===== config.mk =====
export PLATFORM = sky130hd
export DESIGN_NAME = bg_fetcher_flat
export DESIGN_NICKNAME = d
export VERILOG_FILES = /design/src/ppu_pkg.sv /design/src/vram_bus_if.sv /design/src/bg_fetcher.sv /design/src/flat_wrapper.sv
export SDC_FILE = /design/constraint.sdc
export NUM_CORES = 1
export LEC_CHECK = 0
export BUFFER_PORTS_ARGS = -buffer_cell sky130_fd_sc_hd__buf_4
export CORE_UTILIZATION = 40
export CTS_CLUSTER_SIZE = 8
export DETAILED_ROUTE_END_ITERATION = 10
export PLACE_DENSITY = 0.63
export SYNTH_ARGS = -nofsm -noshare
export SYNTH_HDL_FRONTEND = slang
export SYNTH_SLANG_ARGS = --single-unit

===== constraint.sdc =====
create_clock -name clkpipe -period 2.5 [get_ports clkpipe]
set_input_delay 0.375 -clock clkpipe [delete_from_list [all_inputs] [get_ports clkpipe]]
set_output_delay 0.375 -clock clkpipe [all_outputs]
set_load 0.1 [all_outputs]

===== src/ppu_pkg.sv =====
package ppu_pkg;

	// byte address into the 8 KiB video RAM.
	typedef logic [12:0] vram_addr_t;

	typedef logic [7:0] vram_data_t;

	// one sprite for the current line, with its tile row already resolved.
	typedef struct packed {
		logic [7:0] x;
		logic [7:0] tile;
		logic [2:0] row;
		logic xflip;
	} spr_entry_t;

	// the background map sits above the tile data, one byte per group of eight pixels.
	localparam vram_addr_t MAP_BASE = 13'd6144;

	// two bitplane bytes for each of the eight rows of a tile.
	localparam int TILE_BYTES = 16;

endpackage

===== src/vram_bus_if.sv =====
interface vram_bus_if;

	logic req_valid;
	logic req_ready;
	ppu_pkg::vram_addr_t addr;
	ppu_pkg::vram_data_t rdata;
	logic rvalid;

	modport requester (
		output req_valid,
		output addr,
		input req_ready,
		input rdata,
		input rvalid
	);

	modport arbiter (
		input req_valid,
		input addr,
		output req_ready,
		output rdata,
		output rvalid
	);

endinterface


===== src/bg_fetcher.sv =====
module bg_fetcher #(
	parameter int LINE_PIXELS = 160
) (
	input logic clkpipe,
	input logic arst_n,
	input logic fetch_req,
	input logic [2:0] line_row,
	input logic line_start,
	vram_bus_if.requester bus,
	output ppu_pkg::vram_data_t bg_lo,
	output ppu_pkg::vram_data_t bg_hi,
	output logic bg_done
);

	localparam int GROUPS = LINE_PIXELS / 8;

	typedef enum logic [1:0] {
		BG_IDLE,
		BG_MAP,
		BG_LO,
		BG_HI
	} bg_state_t;

	bg_state_t state;
	logic pend;
	logic got;
	logic [4:0] group;
	logic [2:0] row;
	ppu_pkg::vram_data_t tile;
	ppu_pkg::vram_addr_t plane_addr;

	assign plane_addr = ppu_pkg::vram_addr_t'(tile) * ppu_pkg::vram_addr_t'(ppu_pkg::TILE_BYTES)
		+ ppu_pkg::vram_addr_t'({row, 1'b0});

	always_comb begin
		case (state)
			BG_MAP: bus.addr = ppu_pkg::MAP_BASE + ppu_pkg::vram_addr_t'(group);
			BG_HI: bus.addr = plane_addr + 1'b1;
			default: bus.addr = plane_addr;
		endcase
	end

	assign bus.req_valid = (state != BG_IDLE) && !pend;
	assign got = bus.rvalid && pend;

	always_ff @(posedge clkpipe or negedge arst_n) begin
		if (!arst_n) begin
			state <= BG_IDLE;
			pend <= 1'b0;
			group <= '0;
			bg_done <= 1'b0;
		end else begin
			bg_done <= 1'b0;
			if (line_start) begin
				state <= BG_IDLE;
				pend <= 1'b0;
				group <= '0;
			end else begin
				if (got) begin
					pend <= 1'b0;
				end else if (bus.req_valid && bus.req_ready) begin
					pend <= 1'b1;
				end
				case (state)
					BG_IDLE: begin
						if (fetch_req) begin
							state <= BG_MAP;
						end
					end
					BG_MAP: begin
						if (got) begin
							state <= BG_LO;
						end
					end
					BG_LO: begin
						if (got) begin
							state <= BG_HI;
						end
					end
					BG_HI: begin
						if (got) begin
							state <= BG_IDLE;
							bg_done <= 1'b1;
							group <= (group == 5'(GROUPS - 1)) ? '0 : group + 1'b1;
						end
					end
				endcase
			end
		end
	end

	always_ff @(posedge clkpipe) begin
		if (line_start) begin
			row <= line_row;
		end
		if (got) begin
			case (state)
				BG_MAP: tile <= bus.rdata;
				BG_LO: bg_lo <= bus.rdata;
				BG_HI: bg_hi <= bus.rdata;
				default: ;
			endcase
		end
	end

endmodule


===== src/flat_wrapper.sv =====
// flat-port wrapper written by rule: the top's interface ports become plain ports
module bg_fetcher_flat 
#(
	parameter int LINE_PIXELS = 160
)
  (clkpipe, arst_n, fetch_req, line_row, line_start, bg_lo, bg_hi, bg_done, bus_req_valid, bus_addr, bus_req_ready, bus_rdata, bus_rvalid);
  vram_bus_if bus_i ();
  input logic clkpipe;
  input logic arst_n;
  input logic fetch_req;
  input logic [2:0] line_row;
  input logic line_start;
  output ppu_pkg::vram_data_t bg_lo;
  output ppu_pkg::vram_data_t bg_hi;
  output logic bg_done;
  output wire logic [$bits(bus_i.req_valid)-1:0] bus_req_valid;
  output wire logic [$bits(bus_i.addr)-1:0] bus_addr;
  input wire logic [$bits(bus_i.req_ready)-1:0] bus_req_ready;
  input wire logic [$bits(bus_i.rdata)-1:0] bus_rdata;
  input wire logic [$bits(bus_i.rvalid)-1:0] bus_rvalid;
  assign bus_req_valid = bus_i.req_valid;
  assign bus_addr = bus_i.addr;
  assign bus_i.req_ready = bus_req_ready;
  assign bus_i.rdata = bus_rdata;
  assign bus_i.rvalid = bus_rvalid;
  bg_fetcher #(.LINE_PIXELS(LINE_PIXELS)) u_core (.clkpipe(clkpipe), .arst_n(arst_n), .fetch_req(fetch_req), .line_row(line_row), .line_start(line_start), .bus(bus_i), .bg_lo(bg_lo), .bg_hi(bg_hi), .bg_done(bg_done));
endmodule

# Word level (Yosys, flattened, before mapping)
# Index checks and enable logic that the tools add are counted.
dict set report totals {
  word_cells 51
  inputBits 17
  regBits 36
}
dict set report op_classes {
  mux 17
  n_reduce_logical 14
  add_sub_neg 4
  n_eq_ne 8
}
# op count
set ops {}
lappend ops {{13-bit case mux with 2 select lines} 1}
lappend ops {{5-bit two-way mux} 4}
lappend ops {{12-bit by 4-bit adder with 13-bit output} 1}
lappend ops {{12-bit by 6-bit adder with 13-bit output (first input constant)} 1}
lappend ops {{13-bit by 1-bit adder with 13-bit output (second input constant)} 1}
lappend ops {{2-bit two-way mux} 5}
lappend ops {{3-bit by 2-bit inequality test with 1-bit output (second input constant)} 3}
lappend ops {{2-bit case mux with 4 select lines} 1}
lappend ops {{2-bit AND reduction} 4}
lappend ops {{1-bit two-way mux} 6}
lappend ops {{2-bit nonzero test} 3}
lappend ops {{5-bit by 1-bit adder with 5-bit output (second input constant)} 1}
lappend ops {{5-bit == test (second input constant)} 1}
lappend ops {{2-bit == test (second input constant)} 2}
lappend ops {{4-bit AND reduction} 1}
lappend ops {{1-bit logical AND} 3}
lappend ops {{3-bit inequality test (second input constant)} 1}
lappend ops {{3-bit nonzero test} 1}
lappend ops {{2-bit by 1-bit == test with 1-bit output (second input constant)} 1}
lappend ops {{2-bit zero test} 1}
lappend ops {{1-bit zero test} 1}

# Depth between registers and ports, before layout
dict set report depth {
  depth_word 6
  depth_mapped 6
  depth_no_buf 5
}

# Least setup slack after synthesis
# Ideal clock, no wire load.
dict set report synth_timing {
  path_kind {register to output}
  from {register u_core.state[0]}
  to {output bus_req_valid}
  setup_slack_ns 0.166
  arrival_time_ns 1.959
  path_buffers 0
  required_ns 2.125
  stages_incl_launch_ff 4
  path_cell_list {dfrtp_1 -> inv_1 -> ha_1 -> nor2_1}
}
dict set report synth_via {
  elab_chain_len 2
}
# item line_no
set synth_rtl {}
lappend synth_rtl {{from (decl)} bg_fetcher.sv:24} ;# bg_state_t state;
lappend synth_rtl {{from (signal assigned)} bg_fetcher.sv:48} ;# state <= BG_IDLE;
lappend synth_rtl {{from (signal assigned)} bg_fetcher.sv:55} ;# state <= BG_IDLE;
lappend synth_rtl {{from (signal assigned)} bg_fetcher.sv:67} ;# state <= BG_MAP;
lappend synth_rtl {{2-bit nonzero test} bg_fetcher.sv:43} ;# assign bus.req_valid = (state != BG_IDLE) && !pend;
lappend synth_rtl {{1-bit logical AND} bg_fetcher.sv:43}
lappend synth_rtl {{to (decl)} flat_wrapper.sv:16} ;# output wire logic [$bits(bus_i.req_valid)-1:0] bus_req_valid;
# No other way between the ends.

# Worst setup path after layout
dict set report layout_timing {
  from {register u_core.state[1]}
  to {output bus_addr[3]}
}
dict set report layout_via {
  elab_chain_len 2
  word_cells_on_any_way 3
}
# item line_no
set layout_rtl {}
lappend layout_rtl {{2-bit == test or 2-bit by 1-bit == test with 1-bit output (tied branches)} bg_fetcher.sv:36} ;# case (state)
lappend layout_rtl {{13-bit case mux with 2 select lines *} bg_fetcher.sv:36}
lappend layout_rtl {{to (decl)} flat_wrapper.sv:17} ;# output wire logic [$bits(bus_i.addr)-1:0] bus_addr;
# Mark *: on every way between the ends. The rest lies on a longest branch, timed or not.

==> impl_metrics.json <==
{
  "cp_data_required_time_ps": 2120,
  "dieArea_um2": 3920,
  "yosys.area.top_type": "edfxtp_1",
  "yosys.area_share.simple_pct": 14.2,
  "crit_fanout": 10,
  "grt_pass1_wl_um": 4520,
  "synth_top_family_by_area": "simple AND/OR/NAND/NOR gates",
  "ir_worst_vdd_uv": 550,
  "final_common_cell": "buf_4",
  "dr_total_vias": 1001,
  "synthesis.nets": 124,
  "ant_nets": 0,
  "synth_top_area_share_pct": 55.1,
  "clkTransAtPathRegs_ps": 100,
  "cp-end-kind": "output pin",
  "routedWlPerCell_um": 14.2,
  "cts.sinks": 36,
  "slew_headroom_pct": 68.3,
  "die_h_um": 62.6,
  "grt_max_degree": 15,
  "status": "finished, final reports clean",
  "fin_crit_ps": 2300,
  "dp_hpwl_um": 2050,
  "rsz0062_at_grt": "no",
  "syn-cell-area_um2": 1470,
  "hold_viol": 0,
  "via_per_inst": 5.01,
  "finalNetCount": 176,
  "p_leak_nw": 0.825,
  "synth-edff-count": 27,
  "synthAdderAreaFrac_pct": 5.11,
  "synth_xor_area_share_pct": 0,
  "drc": 0,
  "synth_mux_area_share_pct": 0,
  "layout_worst_path_cycle_share_pct": 92.0,
  "grt_pass1_vias": 926,
  "skew_ps": 6.88,
  "wirelength_um": 2850,
  "critPathLaunchType": "flip-flop",
  "fill_cells": 303,
  "worstMarginPinSlew_ps": 475,
  "slowest_delay_ps": 410,
  "drt-pass1-iter-count": 4,
  "core_um2": 3420,
  "pin_count": 48,
  "synth_cell_type_count": 31,
  "insertedDiodeCount": 0,
  "synth_area_leaders": "edfxtp_1 (55%), dfrtp_1 (15%), ha_1 (5.1%), and2_1 (2.6%), a22o_1 (2.4%)",
  "synthCells": 101,
  "insertion_delay_ps": 330,
  "cts_setup_buffers": 0,
  "p_total_mw": 1.95,
  "layout-drive-gt1-share_pct": 38.3,
  "fmax_mhz": 435,
  "gp_congestion": 0.832,
  "drt_iter0_drc": 19,
  "holdCritPathClass": "primary input to flip-flop",
  "yosysSeqAreaShare_pct": 70.5,
  "h-tree-depth": 2,
  "async_flop_share_pct": 25.0,
  "cts-root-buf": "clkbuf_4",
  "mostFrequentLayoutCells": "buf_4 (47), edfxtp_1 (27), dfrtp_1 (9)",
  "setup_tns_ps": 0,
  "cts_buffer_depth": 2,
  "synth_warnings": 0,
  "start_util_pct": 43.0,
  "syn_avg_cell_area_um2": 14.6,
  "ys.flop_type": "edfxtp_1",
  "io_buffers": 47,
  "cap_violations": 0,
  "finalMaxSlewViolations": 0,
  "setup_viol": 0,
  "p_per_area_nw_per_um2": 1010,
  "die_w_um": 62.6,
  "rows": 21,
  "worstSetupPathType": "flip-flop to output pin",
  "cts_made_buffers": 5,
  "gr-total-overflow": 0,
  "ys_seq_elements": 36,
  "synth_compound_area_share_pct": 8.34,
  "ff2ff_setup_slack_ps": 850,
  "crit_chain": "inv_1 > ha_2 > nand2b_1 > a22o_1 > buf_4",
  "cts_tree": "built",
  "hold_ws_ps": 220,
  "antenna_found_initial": 0,
  "grt_usage_pct": 15.5,
  "crit_arrival_ps": 1920,
  "cp_slowest_cell": "dfrtp_1",
  "area_growth_pct": 31.7
}
kinds of logic after synthesis:
logic type	Yosys count
compound gates	18
buf+inv	7
simple gates	34
fa+ha+maj	6
flops	36
flip-flops by register name (all words and copies together) (netlist names):
signal and count:
u_core.tile 8, u_core.pend 1, u_core.bg_hi 8, u_core.state 2
u_core.group 5, u_core.bg_done 1, u_core.row 3, u_core.bg_lo 8
cells in the mapped netlist, drive strengths merged, types with 2 or more instances:
master and n:
o21ai 2, nand2b 2, or3 4, nand2 3, nand4 2, a21oi 6, nand3 3, nor2b 3
inv 4, edfxtp 27, and2 7, ha 6, a22o 4, clkbuf 2, dfrtp 9, and3 2
nor2 3
final timing paths:
kind                                      start               to  depth (start not counted)
worst max-delay path            u_core.state[1]      bus_addr[3]                          5
min in group asynchronous                arst_n  u_core.group[1]                          2
worst max register to register  u_core.state[1]   u_core.tile[1]                          3
worst min register to register  u_core.group[1]  u_core.group[1]                          2
worst min-delay path                line_row[0]    u_core.row[0]                          1
max in group asynchronous                arst_n  u_core.state[1]                          2
what timing repair did:
item                                   4_1_cts  5_1_grt
endpoints found under the hold margin        9        0
setup endpoints to repair                    0        5
hold buffers                                 1        0
resized for setup                            0        1
report_power, final:
part | leakage, nW | internal (mW) | switching, mW
clock | 0.0349 | 0.108 | 0.187
combinational | 0.421 | 0.207 | 0.754
sequential | 0.369 | 0.674 | 0.0226
layout make-up:
class	count	area [um2]	area share (%)
clock buffers	5	37.5	1.94
clock inverters	3	18.8	0.969
inverters	4	15.0	0.775
multi-input cells	58	409	21.1
flip-flops and latches	36	1040	53.5
well taps	46	57.6	2.97
repair buffers	48	363	18.7
per-layer routing:
layer  vias to the layer above  global-route usage (%)  routed length, um
met3                         4                    4.93                184
met4                         0                    6.10                 29
met2                        39                    24.3               1380
met5                         -                       0                  0
met1                       479                    20.0               1260
li1                        479                       -                  -
critical path, delay by kind of cell, from the launching register on:
family | cells | cell delay (ps)
compound gates | 1 | 270
fa+ha+maj | 1 | 300
buf+inv | 2 | 380
flops | 1 | 410
simple gates | 1 | 240
per-stage QoR:
| stage | setup WS [ps] | utilization, % | cell area (um2) | std cells |
|---|---|---|---|---|
| 2_1_floorplan | 166 | - | 1470 | 101 |
| 3_3_place_gp | 522 | 54.7 | 1870 | 191 |
| 3_5_place_dp | 493 | 54.7 | 1870 | 191 |
| 4_1_cts | 89.2 | 56.6 | 1930 | 200 |
| 5_1_grt | 84.7 | 56.7 | 1940 | 200 |
| 6_report | 201 | 56.7 | 1940 | 200 |
No activity file was read; power rests on OpenSTA's default activity.
