$ cat src/ppu_pkg.sv
package ppu_pkg;

	// byte address into the 8 KiB video RAM.
	typedef logic [12:0] vram_addr_t;

	typedef logic [7:0] vram_data_t;

	// one sprite for the current line, with its tile row already resolved.
	typedef struct packed {
		logic [7:0] x;
		logic [7:0] tile;
		logic [2:0] row;
		logic xflip;
	} spr_entry_t;

	// the background map sits above the tile data, one byte per group of eight pixels.
	localparam vram_addr_t MAP_BASE = 13'd6144;

	// two bitplane bytes for each of the eight rows of a tile.
	localparam int TILE_BYTES = 16;

endpackage
$ cat src/sprite_pixel_shifter.sv
module sprite_pixel_shifter (
	input logic clkpipe,
	input logic arst_n,
	input logic line_start,
	input ppu_pkg::vram_data_t spr_lo,
	input ppu_pkg::vram_data_t spr_hi,
	input logic spr_xflip,
	input logic spr_load,
	input logic spr_shift,
	output logic pix_lo,
	output logic pix_hi
);

	ppu_pkg::vram_data_t lo_rev;
	ppu_pkg::vram_data_t hi_rev;
	ppu_pkg::vram_data_t lo_in;
	ppu_pkg::vram_data_t hi_in;
	ppu_pkg::vram_data_t open_slots;
	ppu_pkg::vram_data_t lo_sr;
	ppu_pkg::vram_data_t hi_sr;

	// bit 7 is the leftmost pixel, so a flip is a plain bit reversal.
	assign lo_rev = {<<{spr_lo}};
	assign hi_rev = {<<{spr_hi}};
	assign lo_in = spr_xflip ? lo_rev : spr_lo;
	assign hi_in = spr_xflip ? hi_rev : spr_hi;

	// a slot is free while its colour is zero; older sprites keep what they own.
	assign open_slots = ~(lo_sr | hi_sr);

	always_ff @(posedge clkpipe or negedge arst_n) begin
		if (!arst_n) begin
			lo_sr <= '0;
			hi_sr <= '0;
		end else if (line_start) begin
			lo_sr <= '0;
			hi_sr <= '0;
		end else if (spr_load) begin
			lo_sr <= lo_sr | (lo_in & open_slots);
			hi_sr <= hi_sr | (hi_in & open_slots);
		end else if (spr_shift) begin
			lo_sr <= {lo_sr[6:0], 1'b0};
			hi_sr <= {hi_sr[6:0], 1'b0};
		end
	end

	assign pix_lo = lo_sr[7];
	assign pix_hi = hi_sr[7];

endmodule

$ cat config.mk
export PLATFORM = sky130hd
export DESIGN_NAME = sprite_pixel_shifter
export DESIGN_NICKNAME = d
export VERILOG_FILES = /design/src/ppu_pkg.sv /design/src/sprite_pixel_shifter.sv
export SDC_FILE = /design/constraint.sdc
export NUM_CORES = 1
export LEC_CHECK = 0
export BUFFER_PORTS_ARGS = -buffer_cell sky130_fd_sc_hd__buf_2
export CAP_MARGIN = 20
export CORE_MARGIN = 4
export CORE_UTILIZATION = 35
export DETAILED_ROUTE_END_ITERATION = 8
export PLACE_DENSITY = 0.6
export SYNTH_ARGS = -nofsm -noshare
export SYNTH_HDL_FRONTEND = slang
export SYNTH_SLANG_ARGS = --single-unit
$ cat constraint.sdc
create_clock -name clkpipe -period 0.9 [get_ports clkpipe]
set_input_delay 0.045 -clock clkpipe [delete_from_list [all_inputs] [get_ports clkpipe]]
set_output_delay 0.045 -clock clkpipe [all_outputs]
set_load 0.01 [all_outputs]
======== Yosys cells after proc, flatten, opt, wreduce, memory -nomap -nowiden ========
Index checks and enable logic that the tools add are counted.
word-level totals
  bits in registers ....................... 16
  bits in latches ......................... 0
  bits in writable memories ............... 0
  memory bits (read-only) ................. 0
  input port bits ......................... 22
  output and inout bits ................... 2
  word-level logic and storage cells ...... 17
  memories kept ........................... 0
cells by class
  add/sub/neg operators ................... 0
  multipliers ............................. 0
  div/mod/pow operators ................... 0
  magnitude comparators ................... 0
  eq/ne operators ......................... 0
  shift-type cells ........................ 0
  muxes and demuxes ....................... 8
  bitwise gates (word level) .............. 6
  reductions and logical operators ........ 1
operators by type and width
  operator           count
  $mux 8             8
  $or 8x8->8         3
  $and 8x8->8        2
  $not 8->8          1
  $reduce_bool 3->1  1

======== Depth between registers and ports, before layout ========
Gate-level depths: netlist of run 1.
  depth after elaboration ................. 6
  depth in mapped cells ................... 5

======== Worst setup path after synthesis of run 1 ========
No wires, ideal clock.
  kind .................................... input to register
  start ................................... input spr_xflip
  end ..................................... register hi_sr[7]
  library setup time ...................... 0.124 ns
  data arrival time ....................... 0.726 ns
  slack ................................... 0.050 ns
  stages on the path ...................... 5
  path buffers ............................ 2
  path through ............................ buf_6 buf_12 mux2i_1 nor2_1 o31a_1
between the ends
  longest elaborated chain between the ends .. 5
RTL lines
  what                    RTL line                    text
  start: declaration      sprite_pixel_shifter.sv:7   input logic spr_xflip,
  $mux 8                  sprite_pixel_shifter.sv:26  assign hi_in = spr_xflip ? hi_rev : spr_hi;
  $and 8x8->8             sprite_pixel_shifter.sv:40  hi_sr <= hi_sr | (hi_in & open_slots);
  $or 8x8->8              sprite_pixel_shifter.sv:40
  $mux 8                  sprite_pixel_shifter.sv:38  end else if (spr_load) begin
  $mux 8                  sprite_pixel_shifter.sv:35  end else if (line_start) begin
  end signal: assignment  sprite_pixel_shifter.sv:40
  end signal: assignment  sprite_pixel_shifter.sv:43  hi_sr <= {hi_sr[6:0], 1'b0};
  end: declaration        sprite_pixel_shifter.sv:20  ppu_pkg::vram_data_t hi_sr;
Every way passes these cells.
A chain may end at the register's enable or synchronous reset.

======== Final worst setup path of run 1 ========
  start ................................... register lo_sr[7]
  end ..................................... output pix_lo
RTL lines
  what                      RTL line                    text
  start: declaration        sprite_pixel_shifter.sv:19  ppu_pkg::vram_data_t lo_sr;
  start signal: assignment  sprite_pixel_shifter.sv:39  lo_sr <= lo_sr | (lo_in & open_slots);
  start signal: assignment  sprite_pixel_shifter.sv:42  lo_sr <= {lo_sr[6:0], 1'b0};
  end: declaration          sprite_pixel_shifter.sv:10  output logic pix_lo,
No word-level cell between the ends.

==> metrics.txt, run 1 <==
status finished clean; Critical Path Sink pix_lo; top post-synthesis cells by area dfrtp_1 38%, mux2i_1 25%, a21oi_1 6.7%, o31a_1 6.7%, mux2_2 4.3%; WP depth 1; synth unique cells 19; gr usage total 11.8%; Rel. slew slack 75.0%; final global-route overflow total 0; Final Critical Period 0.898 ns; critical path required time 0.85 ns; Layout Skew 0.00743 ns; Synth Cell Area 1050 sq um; final setup vio count 0; slowest stage delay, CP 0.42 ns; # Post-CTS Setup Buffers 0; Seq. cell area 400 sq um; Final GP Congestion 0.774; Clock transition at path regs 0.10 ns; CP Cell Sequence buf_2; H-tree depth 1; drt total wl 2160 um; die width 62.7 um; buffer and inverter count on the worst path 1; crit path DAT 0.85 ns; pre-CTS WS -0.0912 ns; clk buf depth 2; crit end category primary output; DR vias/cell 5.41; Yosys Warn Count 0; Initial Util 37.3%; largest net degree at the start of global routing 20; sequential-to-total area share from yosys stat 38.2%; top-area cell type share of the netlist area 38.2%; antenna violations before repair 0; die footprint 3930 sq um; Port-buffer cells 23; layout cells sized above 1 29.9%; max cap viols 0; RSZ-0062 raised after global routing yes; Core ar. 2810 sq um; number of enable flip-flop cells after synthesis 0; Synthesized Nets 123; Synth Register Bits 16; Setup WS post-layout 0.00169 ns; flop-to-flop setup slack 0.03 ns; first-pass iteration count of the detailed router 4; Rows 19; Leak Pwr 0.613 nW; Max VDD drop 684 uV; crit-path max FO 4; Worst Setup SP lo_sr[7]; Worst R2R Start hi_sr[1]; final hold vios 0; Top delay family on crit path flip-flops; Util after Layout 44.6%; vias post-DR 854; Syn Area/Cell 10.4 sq um; Area Growth Syn to Fin 19.4%; Max Slew Vio Count 0; Main synth FF type dfrtp_1; critical path class reg -> out; hpwl dp 1700 um; vias in the first global route 863; worst hold path class in -> reg; remaining antenna violation count 0; Tcrit/Tclk final 99.8%; Least-Margin Pin Slew 0.374 ns; area leader, netlist dfrtp_1; CTS tree done; Nets 150; capturing point of the worst reg2reg path lo_sr[1]; WL/cell 13.7 um; f_max 1110 MHz; DRC 0; # fillers 282; clk_lat worst skew 0.28 ns; total CTS buffers 3; asr flop ratio synth 100%; CTS Root Cell clkbuf_4; Die Span Y 62.7 um; critical path launch point type flop; first-pass GRT wire length 3860 um; footprint of the multi-input gates 583 sq um; CTS sink cnt 16; Detailed Route Iter0 Violations 34; reg2reg path depth 2; slowest CP cell dfrtp_1; Synth Instances 101; I/O pin total 24; Antenna Cells 0; Power Density 1360 nW/um^2
-- cells by family after synthesis --
kind of cell | share of synthesized area (%)
buffers and inverters | 6.33
and+or+nand+nor | 7.41
AOI/OAI and AO/OA | 18.9
DFF | 38.2
muxes | 29.2
-- cell usage after synthesis, types with 2 or more instances --
master / count
mux2i_1: 26
dfrtp_1: 16
a21oi_1: 14
nor2_1: 8
o31a_1: 8
mux2_2: 4
o21a_1: 4
nand2_1: 3
nor2b_1: 3
a211oi_1: 2
buf_6: 2
clkbuf_1: 2
inv_1: 2
nor3_1: 2
-- final cells by class --
class	count	share of cell area, %
multi-input combinational	76	46.6
sequential	16	32.0
timing repair buffer	28	14.4
tap	31	3.10
clock buffer	4	2.90
inverter	3	0.901
-- timing repair --
item                       4_1_cts  5_1_grt
gates resized for setup          0        1
setup endpoints to repair        2       15
hold endpoints to repair        16        0
hold buffers                     1        0
pin swaps                        0        8
-- where the power goes --
| group | switching [mW] | internal (mW) |
|---|---|---|
| Sequential | 0.0571 | 0.777 |
| Clock | 0.228 | 0.246 |
| Combinational | 0.185 | 0.206 |
| Total | 0.470 | 1.23 |
-- flip-flops by register name, summed over array words and instances, names as in the netlist --
signal  count
hi_sr       8
lo_sr       8
-- worst min path at each step --
stage | from | end | slack (ns) | depth (start not counted)
floorplan | arst_n | hi_sr[0] | -0.25 | 0
global placement | arst_n | lo_sr[4] | -0.01 | 1
detailed placement | arst_n | lo_sr[4] | -0.01 | 1
CTS | line_start | lo_sr[3] | 0.11 | 2
global route | line_start | lo_sr[3] | 0.14 | 2
finish | line_start | lo_sr[3] | 0.12 | 2
-- cell usage in the layout, fill, tap and decap left out --
cell type / netlist / layout
nor3_1: 2 / 2
buf_4: 0 / 2
dfrtp_1: 16 / 16
inv_1: 2 / 2
a211oi_1: 2 / 2
clkbuf_8: 0 / 1
and2b_1: 1 / 1
o31a_1: 8 / 8
mux2i_1: 26 / 26
a211oi_2: 1 / 1
nand2_1: 3 / 3
mux2_2: 4 / 4
nor2b_1: 3 / 2
o21a_1: 4 / 4
nor2_1: 8 / 8
clkbuf_4: 0 / 3
buf_12: 1 / 2
dlygate4sd3_1: 0 / 1
a21oi_1: 14 / 14
inv_2: 1 / 1
nor2b_2: 0 / 1
buf_2: 1 / 23
-- metal layers --
| layer | vias up | part of all wire (%) | GRT usage [%] |
|---|---|---|---|
| met5 | - | 0 | 0 |
| met4 | 0 | 0.65 | 3.31 |
| met3 | 2 | 8.6 | 3.24 |
| met2 | 36 | 42 | 17.0 |
| met1 | 393 | 49 | 17.1 |
| li1 | 423 | - | - |
-- metrics by stage --
| step | std cells | instance area (sq um) | TNS, ns | hold slack [ns] | total power, mW |
|---|---|---|---|---|---|
| after CTS | 158 | 1250 | -0.0249 | 0.111 | 1.72 |
| after detailed placement | 153 | 1200 | -0.350 | -0.0105 | 1.24 |
| after floorplan | 101 | 1050 | 0 | -0.251 | 1.10 |
| final | 158 | 1250 | 0 | 0.125 | 1.70 |
| after global placement | 153 | 1200 | -0.252 | -0.0146 | 1.23 |
| after global routing | 158 | 1250 | -0.321 | 0.142 | 1.82 |
(Power assumes the default switching activity.)
==> run 2: changes to the inputs <==
--- a/config.mk
+++ b/config.mk
@@ -8,9 +8,10 @@
 export BUFFER_PORTS_ARGS = -buffer_cell sky130_fd_sc_hd__buf_2
 export CAP_MARGIN = 20
 export CORE_MARGIN = 4
-export CORE_UTILIZATION = 35
+export CORE_UTILIZATION = 47
 export DETAILED_ROUTE_END_ITERATION = 8
-export PLACE_DENSITY = 0.6
+export PLACE_DENSITY = 0.76
+export SETUP_SLACK_MARGIN = 0.05
 export SYNTH_ARGS = -nofsm -noshare
 export SYNTH_HDL_FRONTEND = slang
 export SYNTH_SLANG_ARGS = --single-unit
==> metrics.txt, run 2 (synthesis results as in run 1) <==
Final Critical Period 0.906 ns; die footprint 3050 sq um; I/O pin total 24; final hold vios 0; Top delay family on crit path flip-flops; critical path required time 0.85 ns; Antenna Cells 0; Top Registers hi_sr (8), lo_sr (8); Placed Area 1220 sq um; most common cell after layout, fill and taps aside mux2i_1; final global-route overflow total 0; Tcrit/Tclk final 101%; Die Span Y 55.2 um; Port-buffer cells 23; failing checks negative setup slack; flop-to-flop setup slack 0.01 ns; drt total wl 2380 um; layout cells sized above 1 36.1%; first-pass iteration count of the detailed router 4; H-tree depth 1; CP Cell Sequence buf_2; Clock transition at path regs 0.10 ns; slowest stage delay, CP 0.42 ns; Rows 16; DR vias/cell 5.40; CTS sink cnt 16; vias post-DR 864; crit path DAT 0.86 ns; crit-path max FO 4; clk buf depth 2; Core ar. 2040 sq um; Util after Layout 64.8%; RSZ-0062 raised after global routing yes; first-pass GRT wire length 4060 um; final setup vio count 1; max cap viols 0; CTS tree done; slowest CP cell dfrtp_1; # fillers 175; crit end category primary output; CTS Root Cell clkbuf_4; die width 55.2 um; Power Density 1340 nW/um^2; Layout Skew 0.000628 ns; DRC 0; WL/cell 14.9 um; Area Growth Syn to Fin 26.4%; critical path launch point type flop; Leak Pwr 0.650 nW; Max Slew Vio Count 0; Initial Util 51.3%; status finished, violations left; largest net degree at the start of global routing 20; vias in the first global route 895; critical path class reg -> out; buffer and inverter count on the worst path 1; clk_lat worst skew 0.29 ns; setup TNS -0.00633 ns; Rel. slew slack 76.0%; Nets 156; Setup WS post-layout -0.00633 ns; remaining antenna violation count 0; most frequent cells in the layout 26 x mux2i_1, 22 x buf_2, 16 x dfrtp_1; Final GP Congestion 0.838; post-route cell area 1320 sq um; Max VDD drop 986 uV; gr usage total 16.7%; Least-Margin Pin Slew 0.359 ns; total CTS buffers 3; Overall Power 1.77 mW; Detailed Route Iter0 Violations 15; f_max 1100 MHz; hpwl dp 1760 um; antenna violations before repair 0; worst hold path class in -> reg
## run 2: changes by cell type in the layout (fill, tap and decap cells not counted), sizes merged
cell / change
buf: +6
## run 2: layout make-up
cell class	count	area, sq um	share of cell area (%)
multi-input cells	76	599	45.3
clock buffers	4	36.3	2.74
repair buffers	34	243	18.3
inverters	3	11.3	0.851
well taps	27	33.8	2.55
flip-flops and latches	16	400	30.2
## run 2: repair_timing
item,CTS,global route
buffers inserted,2,1
endpoints found under the setup margin,12,18
hold buffers,1,0
pin swaps,12,7
hold endpoints to repair,16,0
gates resized for setup,4,5
## run 2: routing by layer
layer / global-route usage, % / routed length (um) / vias to the layer above
li1: - / - / 434
met1: 21.9 / 1160 / 399
met2: 25.8 / 1020 / 27
met3: 4.20 / 154 / 4
met4: 7.29 / 41 / 0
met5: 0 / 0 / -
## run 2: where the power goes
part	internal [mW]	switching, mW	total, mW
Combinational	0.241	0.204	0.445
Sequential	0.777	0.0605	0.838
Clock	0.246	0.239	0.485
## run 2: path summary, 6_finish.rpt
check                            to  cells after the start      start
setup reg to reg           lo_sr[2]                      2   hi_sr[2]
min in group asynchronous  hi_sr[0]                      2     arst_n
hold reg to reg            lo_sr[4]                      1   lo_sr[4]
hold / removal             hi_sr[7]                      4  spr_hi[7]
max in group asynchronous  hi_sr[6]                      2     arst_n
setup / recovery             pix_hi                      1   hi_sr[7]
## run 2: per-stage QoR
step	std cells	hold WS, ns	setup WS [ns]
2_1_floorplan	101	-0.251	0.0503
3_3_place_gp	152	-0.0205	-0.0818
3_5_place_dp	152	-0.0164	-0.113
4_1_cts	159	0.132	-0.0169
5_1_grt	160	0.140	-0.0591
6_report	160	0.131	-0.00633
==> run 3: changes to the inputs <==
==> constraint.sdc (replaced) <==
create_clock -name clkpipe -period 0.9 [get_ports clkpipe]
set_input_delay 0.135 -clock clkpipe [delete_from_list [all_inputs] [get_ports clkpipe]]
set_output_delay 0.135 -clock clkpipe [all_outputs]
set_load 0.01 [all_outputs]
==> metrics.txt, run 3 (synthesis results as in run 1) <==
status finished, violations left; failing checks negative setup slack; Max Slew Vio Count 0; most common cell after layout, fill and taps aside mux2i_1; max cap viols 0; CTS sink cnt 16; top layer in use met4; remaining antenna violation count 0; WL met2 972 um; total CTS buffers 3; Tcrit/Tclk final 109%; final global-route overflow total 0; H-tree depth 1; die footprint 3050 sq um; Worst Setup SP lo_sr[7]; critical path class reg -> out; critical path launch point type flop; I/O pin total 24; Max VDD drop 1150 uV; layout cells sized above 1 36.8%; met3 routed wirelength 100 um; Rows 16; pre-CTS WS -0.161 ns; vias post-DR 885; RSZ-0062 raised after global routing yes; footprint of the multi-input gates 598 sq um; Detailed Route Iter0 Violations 17; CTS Root Cell clkbuf_4; final hold vios 0; flop-to-flop setup slack -0.03 ns; Initial Util 51.3%; Clock transition at path regs 0.09 ns; antenna violations before repair 0; # fillers 179; Final GP Congestion 0.827; Die Span Y 55.2 um; slowest CP cell dfrtp_1; reg2reg path depth 4; WP depth 1; Port-buffer cells 23; Leak Pwr 0.651 nW; hpwl dp 1660 um; clk buf depth 2; post-route cell area 1320 sq um; vias in the first global route 882; Worst R2R Start hi_sr[7]; Setup WS post-layout -0.0839 ns; Critical Path Sink pix_lo; Final Critical Period 0.984 ns; Area Growth Syn to Fin 26.0%; CP Cell Sequence buf_2; clk_lat worst skew 0.29 ns; crit end category primary output; worst hold slack 0.211 ns; WL/cell 14.0 um; most frequent cells in the layout 26 x mux2i_1, 23 x buf_2, 16 x dfrtp_1; Top delay family on crit path flip-flops; setup TNS -0.186 ns; crit-path max FO 3; largest net degree at the start of global routing 20; Hold Path Origin spr_hi[5]; gr usage total 16.2%; DRC 0; crit path DAT 0.85 ns; final setup vio count 4; CTS tree done; Seq. cell area 400 sq um; f_max 1020 MHz; Top Registers hi_sr (8), lo_sr (8); buffer and inverter count on the worst path 1; Antenna Cells 0; drt total wl 2230 um; Layout Skew 0.00269 ns; slowest stage delay, CP 0.41 ns; critical path required time 0.76 ns; Nets 156; Rel. slew slack 75.7%; Core ar. 2040 sq um; die width 55.2 um; capturing point of the worst reg2reg path hi_sr[7]; DR vias/cell 5.53; met1 wire length 1110 um; Placed Area 1210 sq um; first-pass iteration count of the detailed router 3; first-pass GRT wire length 4030 um; Power Density 1330 nW/um^2; worst hold path class in -> reg; Least-Margin Pin Slew 0.364 ns
-- run 3: cell counts in the layout (fill, tap and decap cells not counted) --
Identical to the previous run, type by type.
-- run 3: metal layers --
layer / up-vias / GRT usage, %
met4: 0 / 8.33
li1: 445 / -
met3: 5 / 2.56
met1: 410 / 22.6
met2: 25 / 24.0
met5: - / 0
-- run 3: power by group --
| part | leakage, nW | switching [mW] | internal [mW] | total [mW] |
|---|---|---|---|---|
| logic | 0.421 | 0.204 | 0.243 | 0.447 |
| registers | 0.209 | 0.0564 | 0.777 | 0.834 |
| clock network | 0.0210 | 0.225 | 0.247 | 0.471 |
-- run 3: worst min path at each step --
stage,end,slack (ns),depth (start not counted)
finish,hi_sr[5],0.21,4
detailed placement,hi_sr[7],0.07,1
global route,hi_sr[5],0.23,4
floorplan,hi_sr[0],-0.16,0
CTS,hi_sr[5],0.21,4
global placement,hi_sr[7],0.06,1
-- run 3: timing repair --
item,4_1_cts,5_1_grt
setup buffers,4,0
hold buffers,1,0
gates resized for setup,3,7
pin swaps,10,11
endpoints found under the hold margin,16,0
setup endpoints to repair,13,17
-- run 3: layout make-up --
type	instances	share of cell area (%)
Timing Repair Buffer	34	18.2
Tap cell	27	2.56
Clock buffer	4	2.75
Multi-Input combinational cell	76	45.3
Inverter	3	0.853
Sequential cell	16	30.3
-- run 3: through the flow --
step	std cells	utilization [%]	power, mW
2_1_floorplan	101	-	1.11
3_3_place_gp	151	59.3	1.23
3_5_place_dp	151	59.3	1.25
4_1_cts	160	63.7	1.76
5_1_grt	160	64.6	1.87
6_report	160	64.6	1.75
