[config.mk]
export PLATFORM = sky130hd
export DESIGN_NAME = vram_arbiter_flat
export DESIGN_NICKNAME = d
export VERILOG_FILES = /design/src/ppu_pkg.sv /design/src/vram_bus_if.sv /design/src/vram_arbiter.sv /design/src/flat_wrapper.sv
export SDC_FILE = /design/constraint.sdc
export NUM_CORES = 1
export LEC_CHECK = 0
export BUFFER_PORTS_ARGS = -buffer_cell sky130_fd_sc_hd__buf_4
export CAP_MARGIN = 20
export CORE_AREA = 5 5 56 58
export CTS_BUF_LIST = sky130_fd_sc_hd__clkbuf_8 sky130_fd_sc_hd__clkbuf_16
export DETAILED_ROUTE_END_ITERATION = 8
export DIE_AREA = 0 0 61 63
export PLACE_DENSITY_LB_ADDON = 0.3
export SETUP_SLACK_MARGIN = 0.15
export SYNTH_ARGS = -nofsm -noshare
export SYNTH_HDL_FRONTEND = slang
export SYNTH_SLANG_ARGS = --single-unit
[constraint.sdc]
create_clock -name clkpipe -period 0.8 [get_ports clkpipe]
set_clock_uncertainty 0.05 [all_clocks]
set_input_delay 0.16 -clock clkpipe [delete_from_list [all_inputs] [get_ports clkpipe]]
set_output_delay 0.16 -clock clkpipe [all_outputs]
set_load 0.1 [all_outputs]
[src/ppu_pkg.sv]
package ppu_pkg;

	// byte address into the 8 KiB video RAM.
	typedef logic [12:0] vram_addr_t;

	typedef logic [7:0] vram_data_t;

	// one sprite for the current line, with its tile row already resolved.
	typedef struct packed {
		logic [7:0] x;
		logic [7:0] tile;
		logic [2:0] row;
		logic xflip;
	} spr_entry_t;

	// the background map sits above the tile data, one byte per group of eight pixels.
	localparam vram_addr_t MAP_BASE = 13'd6144;

	// two bitplane bytes for each of the eight rows of a tile.
	localparam int TILE_BYTES = 16;

endpackage
[src/vram_bus_if.sv]
interface vram_bus_if;

	logic req_valid;
	logic req_ready;
	ppu_pkg::vram_addr_t addr;
	ppu_pkg::vram_data_t rdata;
	logic rvalid;

	modport requester (
		output req_valid,
		output addr,
		input req_ready,
		input rdata,
		input rvalid
	);

	modport arbiter (
		input req_valid,
		input addr,
		output req_ready,
		output rdata,
		output rvalid
	);

endinterface

[src/vram_arbiter.sv]
module vram_arbiter (
	input logic clkpipe,
	input logic arst_n,
	vram_bus_if.arbiter spr_bus,
	vram_bus_if.arbiter bg_bus,
	output ppu_pkg::vram_addr_t raddr,
	input ppu_pkg::vram_data_t rdata
);

	logic spr_gnt;
	logic bg_gnt;
	logic spr_s1;
	logic bg_s1;
	logic spr_s2;
	logic bg_s2;

	// sprite reads stall the pixel stream, so they always win.
	assign spr_bus.req_ready = 1'b1;
	assign bg_bus.req_ready = !spr_bus.req_valid;

	assign spr_gnt = spr_bus.req_valid;
	assign bg_gnt = bg_bus.req_valid && !spr_bus.req_valid;

	always_ff @(posedge clkpipe) begin
		if (spr_gnt) begin
			raddr <= spr_bus.addr;
		end else if (bg_gnt) begin
			raddr <= bg_bus.addr;
		end
	end

	// stage one follows the registered address, stage two the RAM output.
	always_ff @(posedge clkpipe or negedge arst_n) begin
		if (!arst_n) begin
			spr_s1 <= 1'b0;
			bg_s1 <= 1'b0;
			spr_s2 <= 1'b0;
			bg_s2 <= 1'b0;
		end else begin
			spr_s1 <= spr_gnt;
			bg_s1 <= bg_gnt;
			spr_s2 <= spr_s1;
			bg_s2 <= bg_s1;
		end
	end

	assign spr_bus.rdata = rdata;
	assign spr_bus.rvalid = spr_s2;
	assign bg_bus.rdata = rdata;
	assign bg_bus.rvalid = bg_s2;

endmodule

[src/flat_wrapper.sv]
// flat-port wrapper written by rule: the top's interface ports become plain ports
module vram_arbiter_flat 
  (clkpipe, arst_n, raddr, rdata, spr_bus_req_valid, spr_bus_addr, spr_bus_req_ready, spr_bus_rdata, spr_bus_rvalid, bg_bus_req_valid, bg_bus_addr, bg_bus_req_ready, bg_bus_rdata, bg_bus_rvalid);
  vram_bus_if spr_bus_i ();
  vram_bus_if bg_bus_i ();
  input logic clkpipe;
  input logic arst_n;
  output ppu_pkg::vram_addr_t raddr;
  input ppu_pkg::vram_data_t rdata;
  input wire logic [$bits(spr_bus_i.req_valid)-1:0] spr_bus_req_valid;
  input wire logic [$bits(spr_bus_i.addr)-1:0] spr_bus_addr;
  output wire logic [$bits(spr_bus_i.req_ready)-1:0] spr_bus_req_ready;
  output wire logic [$bits(spr_bus_i.rdata)-1:0] spr_bus_rdata;
  output wire logic [$bits(spr_bus_i.rvalid)-1:0] spr_bus_rvalid;
  input wire logic [$bits(bg_bus_i.req_valid)-1:0] bg_bus_req_valid;
  input wire logic [$bits(bg_bus_i.addr)-1:0] bg_bus_addr;
  output wire logic [$bits(bg_bus_i.req_ready)-1:0] bg_bus_req_ready;
  output wire logic [$bits(bg_bus_i.rdata)-1:0] bg_bus_rdata;
  output wire logic [$bits(bg_bus_i.rvalid)-1:0] bg_bus_rvalid;
  assign spr_bus_i.req_valid = spr_bus_req_valid;
  assign spr_bus_i.addr = spr_bus_addr;
  assign spr_bus_req_ready = spr_bus_i.req_ready;
  assign spr_bus_rdata = spr_bus_i.rdata;
  assign spr_bus_rvalid = spr_bus_i.rvalid;
  assign bg_bus_i.req_valid = bg_bus_req_valid;
  assign bg_bus_i.addr = bg_bus_addr;
  assign bg_bus_req_ready = bg_bus_i.req_ready;
  assign bg_bus_rdata = bg_bus_i.rdata;
  assign bg_bus_rvalid = bg_bus_i.rvalid;
  vram_arbiter u_core (.clkpipe(clkpipe), .arst_n(arst_n), .spr_bus(spr_bus_i), .bg_bus(bg_bus_i), .raddr(raddr), .rdata(rdata));
endmodule
Word level (Yosys, flattened, before mapping)
Cells that the tools add are included.

word-level totals
  bits in registers = 17
  input port bits = 38
  output and inout bits = 33
  logic and storage cells = 10

cells by class
  multiplexer cells = 2
  reduce and logical (&&, ||, !) cells = 3

operator list
  cell                number
  2-to-1 mux 13 bit   2
  nonzero test 2 bit  1
  logical AND 1 bit   1
  logical NOT 1 bit   1

Logic depth before layout (Yosys ltp)
Gate-level depths: netlist (run 1).

  depth after elaboration = 4
  mapped depth = 3
  depth with buffers taken out = 1

Worst setup path before layout (run 1)
No wires, ideal clock.

  path type = in2out
  start = in spr_bus_req_valid
  end = out bg_bus_req_ready
  arrival = 1002 ps
  required time = 590 ps
  path slack = -412 ps
  cell stages on the path = 3
  path buffers = 2
  cells stage by stage = buf_6 -> buf_12 -> inv_1

between the ends
  longest elaborated chain between the ends = 1

RTL lines
  element            RTL line            RTL
  from (decl)        flat_wrapper.sv:10  input wire logic [$bits(spr_bus_i.req_valid)-1:0] spr_bus_req_valid;
  logical NOT 1 bit  vram_arbiter.sv:19  assign bg_bus.req_ready = !spr_bus.req_valid;
  to (decl)          flat_wrapper.sv:17  output wire logic [$bits(bg_bus_i.req_ready)-1:0] bg_bus_req_ready;

Every way passes these cells.

Worst setup path after layout (run 1)
  start = reg u_core.bg_s2, in the netlist u_core.bg_bus.rvalid
  end = out bg_bus_rvalid

RTL lines
  element                 RTL line            RTL
  from (decl)             vram_arbiter.sv:15  logic bg_s2;
  from (signal assigned)  vram_arbiter.sv:43  bg_s2 <= bg_s1;
  to (decl)               flat_wrapper.sv:19  output wire logic [$bits(bg_bus_i.rvalid)-1:0] bg_bus_rvalid;

No word-level cell between the ends.

==> run metrics, run 1 <==
status finished with violations; failing checks negative setup slack; Routed wire per std cell 13.53 um; final hold vios 0; Synth area leaders edfxtp_1 46%, buf_4 15%, mux2_4 12%; RSZ-0062 raised after global routing true; Buf/Inv on CP 1; core area 0.002615 mm^2; Gate power share 39.6%; H-tree lvl count 1; non-filler cells, final 122; Pwr Density 2107 mW/mm^2; slowest stage cell, crit path dfrtp_4; fin crit period 1.112 ns; Starting Density 32.30%; Peak VDD IR 1.120 mV; Critical Path Max Stage Delay 0.49 ns; asr flop ratio synth 23.53%; worst hold endpoint u_core.raddr[5]$_DFFE_PP_; largest net degree at the start of global routing 10; Vias 509; Worst EP required 0.59 ns; initial antenna violation count 0; Main synth FF type edfxtp_1; clk sinks 17; final WL 1.651 mm; vias in the first global route 539; Die Wd 61 um; Final WS setup -0.3125 ns; worst min-delay path class input port to flop; Flop pwr share 38.7%; warnings from Yosys 0; Crit Reg-Reg Startpoint u_core.bg_s1$_DFF_PN0_; Synth cell types 11; Cells after Synth 53; post-synth top area share 46.22%; pre-CTS setup slack -0.2526 ns; Initial DRT Pass Iterations 2; Setup TNS -3.860 ns; Tot GR Track Use 8.979%; first-pass GRT wire length 2.435 mm; Switching Share 36.91%; max_cap viols 0; top cells by count, synth 17 x buf_4, 13 x edfxtp_1, 7 x mux2_4; Int Power 1780 uW; GP Congestion 0.7333; Avg Inst Size Synth 15.94 um^2; #FFs+latches synth 17; Synth Cell Area 844.6 um^2; Via density 4.172; clock-pin slew on the worst setup and hold paths 0.06 ns; Crit Reg-Reg Endpoint u_core.bg_bus.rvalid$_DFF_PN0_; Post-route DRC 0; synth-to-layout area growth 58.52%; layout cells sized above 1 80.22%; Cell Chain, Critical Path buf_12; number of diodes 0; Crit Path Class flop to primary output; endpoints failing setup 19; Worst-Skew Late Latency 0.24 ns; die area 0.003843 mm^2; Final Max Slew Viols 0; CP arrival 0.90 ns; leading area contributor after synthesis edfxtp_1; final core occ 51.20%; Post-synth EDFFs 13; sequential cell area fraction in the yosys report 58.07%; Leakage 0.0006228 uW; hold_sp spr_bus_addr[5]; clock network fraction of design power 21.7%; Largest delay share family, worst path flip-flops; port bufs 45; Root Buffer clkbuf_8; Detail Route Antenna Nets 0; Synth Net Count 91; final worst path period share 139.1%; number of DRC markers in iteration 0 2; Die Ht 63 um; I/O Pins 71; Detailed Place HPWL 1.300 mm; Inserted Clock Buffers 3; CP Capture Type primary output; Overflow after GRT 0; worst hold path depth 2; # rows 19; Fmax 898.9 MHz; DP Cell Count 113; startpoint type of the worst setup path flop; r2r setup slk 0.28 ns; worst r2r path cells 0; worst-case clock buffer depth 2; crit-path max FO 1; Layout Nets 130; most common cell in the netlist buf_4; CTS tree done; switching pwr 1041 uW
sequential cells by signal (all words and copies together) (netlist names):
register	flops
u_core.raddr	13
u_core.bg_bus.rvalid	1
u_core.bg_s1	1
u_core.spr_bus.rvalid	1
u_core.spr_s1	1
layer usage:
layer	up-vias	track usage (%)	share of wire, %
met4	0	4.878	2.2
li1	240	-	-
met3	4	3.099	7.5
met1	243	9.161	31
met5	-	0	0
met2	22	15.37	59
repair_timing:
item | 4_1_cts | 5_1_grt
hold buffers | 1 | 0
pin swaps | 1 | 1
cloned | 1 | 0
hold endpoints to repair | 4 | 0
endpoints found under the setup margin | 42 | 29
setup buffers | 1 | 2
gates resized for setup | 25 | 0
power by group through the flow:
stage | sequential (uW) | clock (uW) | combinational [uW]
2_1_floorplan | 1680 | 0 | 561
3_3_place_gp | 1090 | 0 | 1020
3_5_place_dp | 1090 | 0 | 1030
4_1_cts | 1090 | 623 | 1110
5_1_grt | 1100 | 659 | 1150
6_report | 1090 | 611 | 1120
per-stage QoR:
step | hold slack, ns | total power (uW) | area, um^2
3_3_place_gp | -0.09176 | 2110 | 1146
5_1_grt | 0.1519 | 2911 | 1339
6_report | 0.1614 | 2821 | 1339
4_1_cts | 0.1591 | 2830 | 1311
3_5_place_dp | -0.08968 | 2120 | 1146
2_1_floorplan | -0.1856 | 2239 | 889.6
placed cells by master (no fill, tap or decap), drive strengths merged:
cell type    count
buf             51
mux2            13
edfxtp          13
dfrtp            4
clkbuf           3
or2              2
and2b            1
clkinvlp         1
conb             1
inv              1
dlygate4sd3      1
cell families after synthesis:
logic type             count (synthesis)  share of synthesized area [%]
other                                  1                         0.4440
buffers and inverters                 20                          19.26
multiplexers                          13                          20.44
flip-flops                            17                          58.07
AND/OR/NAND/NOR                        2                          1.778
final cells by class:
cell class	count	area (um^2)
Fill cell	240	1276
Timing Repair Buffer	52	524.3
Sequential cell	17	498.0
Multi-Input combinational cell	17	225.2
Clock buffer	3	41.29
Tap cell	31	38.79
Inverter	1	7.507
Clock inverter	1	3.754
worst max-delay path by stage:
stage / start / to / slack [ns] / cells past startpoint
3_5_place_dp: spr_bus_req_valid / u_core.raddr[6]$_DFFE_PP_ / -0.25 / 3
3_3_place_gp: spr_bus_req_valid / u_core.raddr[9]$_DFFE_PP_ / -0.24 / 3
5_1_grt: u_core.bg_bus.rvalid$_DFF_PN0_ / bg_bus_rvalid / -0.33 / 1
2_1_floorplan: u_core.raddr[0]$_DFFE_PP_ / raddr[0] / -0.31 / 0
4_1_cts: u_core.bg_bus.rvalid$_DFF_PN0_ / bg_bus_rvalid / -0.32 / 1
6_report: u_core.bg_bus.rvalid$_DFF_PN0_ / bg_bus_rvalid / -0.31 / 1
No activity file was read; power rests on OpenSTA's default activity.
==> run 2, diff against run 1 <==
--- a/config.mk
+++ b/config.mk
@@ -5,12 +5,13 @@
 export SDC_FILE = /design/constraint.sdc
 export NUM_CORES = 1
 export LEC_CHECK = 0
+export ABC_AREA = 1
 export BUFFER_PORTS_ARGS = -buffer_cell sky130_fd_sc_hd__buf_4
 export CAP_MARGIN = 20
-export CORE_AREA = 5 5 56 58
+export CORE_AREA = 5 5 52 59
 export CTS_BUF_LIST = sky130_fd_sc_hd__clkbuf_8 sky130_fd_sc_hd__clkbuf_16
 export DETAILED_ROUTE_END_ITERATION = 8
-export DIE_AREA = 0 0 61 63
+export DIE_AREA = 0 0 57 64
 export PLACE_DENSITY_LB_ADDON = 0.3
 export SETUP_SLACK_MARGIN = 0.15
 export SYNTH_ARGS = -nofsm -noshare
==> constraint.sdc (replaced) <==
create_clock -name clkpipe -period 1.4 [get_ports clkpipe]
set_clock_uncertainty 0.05 [all_clocks]
set_input_delay 0.28 -clock clkpipe [delete_from_list [all_inputs] [get_ports clkpipe]]
set_output_delay 0.28 -clock clkpipe [all_outputs]
set_load 0.1 [all_outputs]
==> run 2 against run 1 <==
Against the previous run: the run now ends clean; die area is 5.1% lower; highest routed layer unchanged; sequential share of layout area is 7.1 points higher; largest cell class is now sequential cells; critical path type unchanged; non-clock buffer count is 4 lower; critical path depth stayed put; synthesized cell count is 51% higher; wire length is 1.5% higher; via count is 15% higher; final cell count is 18% higher; power is 47% lower.
==> run metrics, run 2 <==
worst-case clock buffer depth 2 (unchanged); Int Power 923.8 uW (-48%); Main synth FF type edfxtp_1; number of diodes 0 (unchanged); Starting Density 33.08% (+0.78 points); Cell Chain, Critical Path buf_4; Largest register FFs 13 (unchanged); Synth Cell Area 802.0 um^2 (-5.0%); DP Cell Count 139 (+23%); H-tree lvl count 1 (unchanged); max_cap viols 0 (unchanged); Peak VDD IR 0.6262 mV (-44%); largest net degree at the start of global routing 16 (+6); Fmax 833.3 MHz; Layout Nets 152 (+17%); startpoint type of the worst setup path flop; Overflow after GRT 0 (unchanged); first-pass GRT wire length 2.822 mm (+16%); die area 0.003648 mm^2 (-5.1%); Avg Inst Size Synth 10.03 um^2 (-37%); worst r2r path cells 0 (unchanged); final core occ 45.61% (-5.6 points); Flop pwr share 40.7% (+2.0 points); Largest delay share family, worst path flip-flops; clock network fraction of design power 22.8% (+1.1 points); most common cell after layout, fill and taps aside buf_4; Cells after Synth 80 (+51%); slowest stage cell, crit path edfxtp_1; final worst path period share 85.72%; worst min-delay path class input port to flop; Worst EP required 1.07 ns (+0.48 ns); CTS resizes 0 (-100%); CP Capture Type primary output; Worst-Skew Late Latency 0.24 ns (about the same); Switching Share 38.66% (+1.8 points); Post-synth EDFFs 13 (unchanged); asr flop ratio synth 23.53% (unchanged); synth-to-layout area growth 37.91%; switching pwr 582.3 uW (-44%); Leakage 0.0005709 uW (-8.3%); non-filler cells, final 144 (+18%); Routed wire per std cell 11.63 um (-14%); Inserted Clock Buffers 3 (unchanged); Die Wd 57 um (-6.6%); final hold vios 0 (unchanged); sequential cell area fraction in the yosys report 61.15% (+3.1 points); most common cell in the netlist nand2_1; warnings from Yosys 0 (unchanged); Via density 4.076 (-2.3%); most frequent cells in the layout 47 x buf_4, 39 x nand2_1, 13 x edfxtp_1; number of DRC markers in iteration 0 7 (+5); Final Max Slew Viols 0 (unchanged); Buf/Inv on CP 1 (unchanged); final WL 1.675 mm (+1.5%); CP arrival 0.87 ns (-0.03 ns); RSZ-0062 raised after global routing false; clock-pin slew on the worst setup and hold paths 0.06 ns (about the same); CP Depth 1 (unchanged); Gate power share 36.5% (-3.1 points); top cells by count, synth 40 x nand2_1, 18 x buf_4, 13 x edfxtp_1; Pwr Density 1362 mW/mm^2 (-35%); crit-path max FO 1 (unchanged); Synth area leaders edfxtp_1 49%, nand2_1 19%, buf_4 17%; #FFs+latches synth 17 (unchanged); status completed; vias in the first global route 613 (+14%); post-synth top area share 48.67% (+2.5 points); Reg with most FFs u_core.raddr; endpoints failing setup 0 (-19); Critical Path Max Stage Delay 0.34 ns (-0.15 ns); hold_buf cts 1 (unchanged); clk sinks 17 (unchanged); layout cells sized above 1 46.90% (-33 points); core area 0.002425 mm^2 (-7.3%); Vias 587 (+15%); Detailed Place HPWL 1.323 mm (+1.7%); initial antenna violation count 0 (unchanged); port bufs 45 (unchanged); Setup TNS 0 ns (+3.860 ns); Post-route DRC 0 (unchanged); leading area contributor after synthesis edfxtp_1; Crit Path Class flop to primary output; fin crit period 1.200 ns; CTS tree done; WHS 0.2331 ns (+0.07175 ns); # rows 19 (unchanged); Synth cell types 9 (-2); GP Congestion 0.7508 (+2.4%); Root Buffer clkbuf_8; Synth Net Count 118 (+30%); I/O Pins 71 (unchanged); Die Ht 64 um (+1.6%); total power draw 1506 uW (-47%); worst hold path depth 3 (+1); Detail Route Antenna Nets 0 (unchanged); post-CTS setup buffers 0 (-1); Initial DRT Pass Iterations 2 (unchanged); Tot GR Track Use 9.900% (+0.92 points)
==> run 2: changes by cell type after synthesis <==
cell     delta
buf_4       +1
or2_1       -1
buf_12      -1
and2b_2     -1
nand2_1    +40
mux2_2      -6
nor2_1      +1
inv_2       +1
mux2_4      -7
==> run 2: power by group through the flow <==
stage | clock [uW] | sequential (uW) | combinational, uW
floorplan | 0 | 957 | 286
global placement | 0 | 622 | 550
detailed placement | 0 | 624 | 552
CTS | 356 | 614 | 555
global route | 387 | 617 | 572
finish | 343 | 613 | 550
==> run 2: kinds of logic after synthesis <==
| logic type | Yosys count | synth area share, % |
|---|---|---|
| simple gates | 41 | 19.19 |
| buf+inv | 21 | 19.19 |
| flops | 17 | 61.15 |
| other cells | 1 | 0.4676 |
==> run 2: final cells by class <==
class	instances	area, um^2
Timing Repair Buffer	48	362.8
Tap cell	31	38.79
Clock inverter	1	5.005
Multi-Input combinational cell	42	160.2
Inverter	2	7.507
Clock buffer	3	41.29
Fill cell	242	1319
Sequential cell	17	490.5
==> run 2: routing by layer <==
layer / routed length (um) / vias up / global-route usage [%]
li1: - / 296 / -
met1: 640 / 247 / 10.23
met2: 764 / 34 / 16.57
met3: 226 / 10 / 3.018
met4: 44 / 0 / 7.536
met5: 0 / - / 0
==> run 2: metrics by stage <==
stage	setup slack, ns	instance area, um^2
after floorplan	0.1660	804.5
after global routing	0.1598	1106
after global placement	0.2211	1050
final	0.1999	1106
after CTS	0.1808	1106
after detailed placement	0.2108	1050
==> run 2: worst paths after layout <==
path | start | endpoint | slack [ns]
setup / recovery | u_core.raddr[9]$_DFFE_PP_ | raddr[9] | 0.20
min in group asynchronous | arst_n | u_core.bg_bus.rvalid$_DFF_PN0_ | 0.31
hold / removal | bg_bus_req_valid | u_core.bg_s1$_DFF_PN0_ | 0.23
hold reg to reg | u_core.spr_s1$_DFF_PN0_ | u_core.spr_bus.rvalid$_DFF_PN0_ | 0.30
max in group asynchronous | arst_n | u_core.spr_s1$_DFF_PN0_ | 0.89
setup reg to reg | u_core.bg_s1$_DFF_PN0_ | u_core.bg_bus.rvalid$_DFF_PN0_ | 0.88
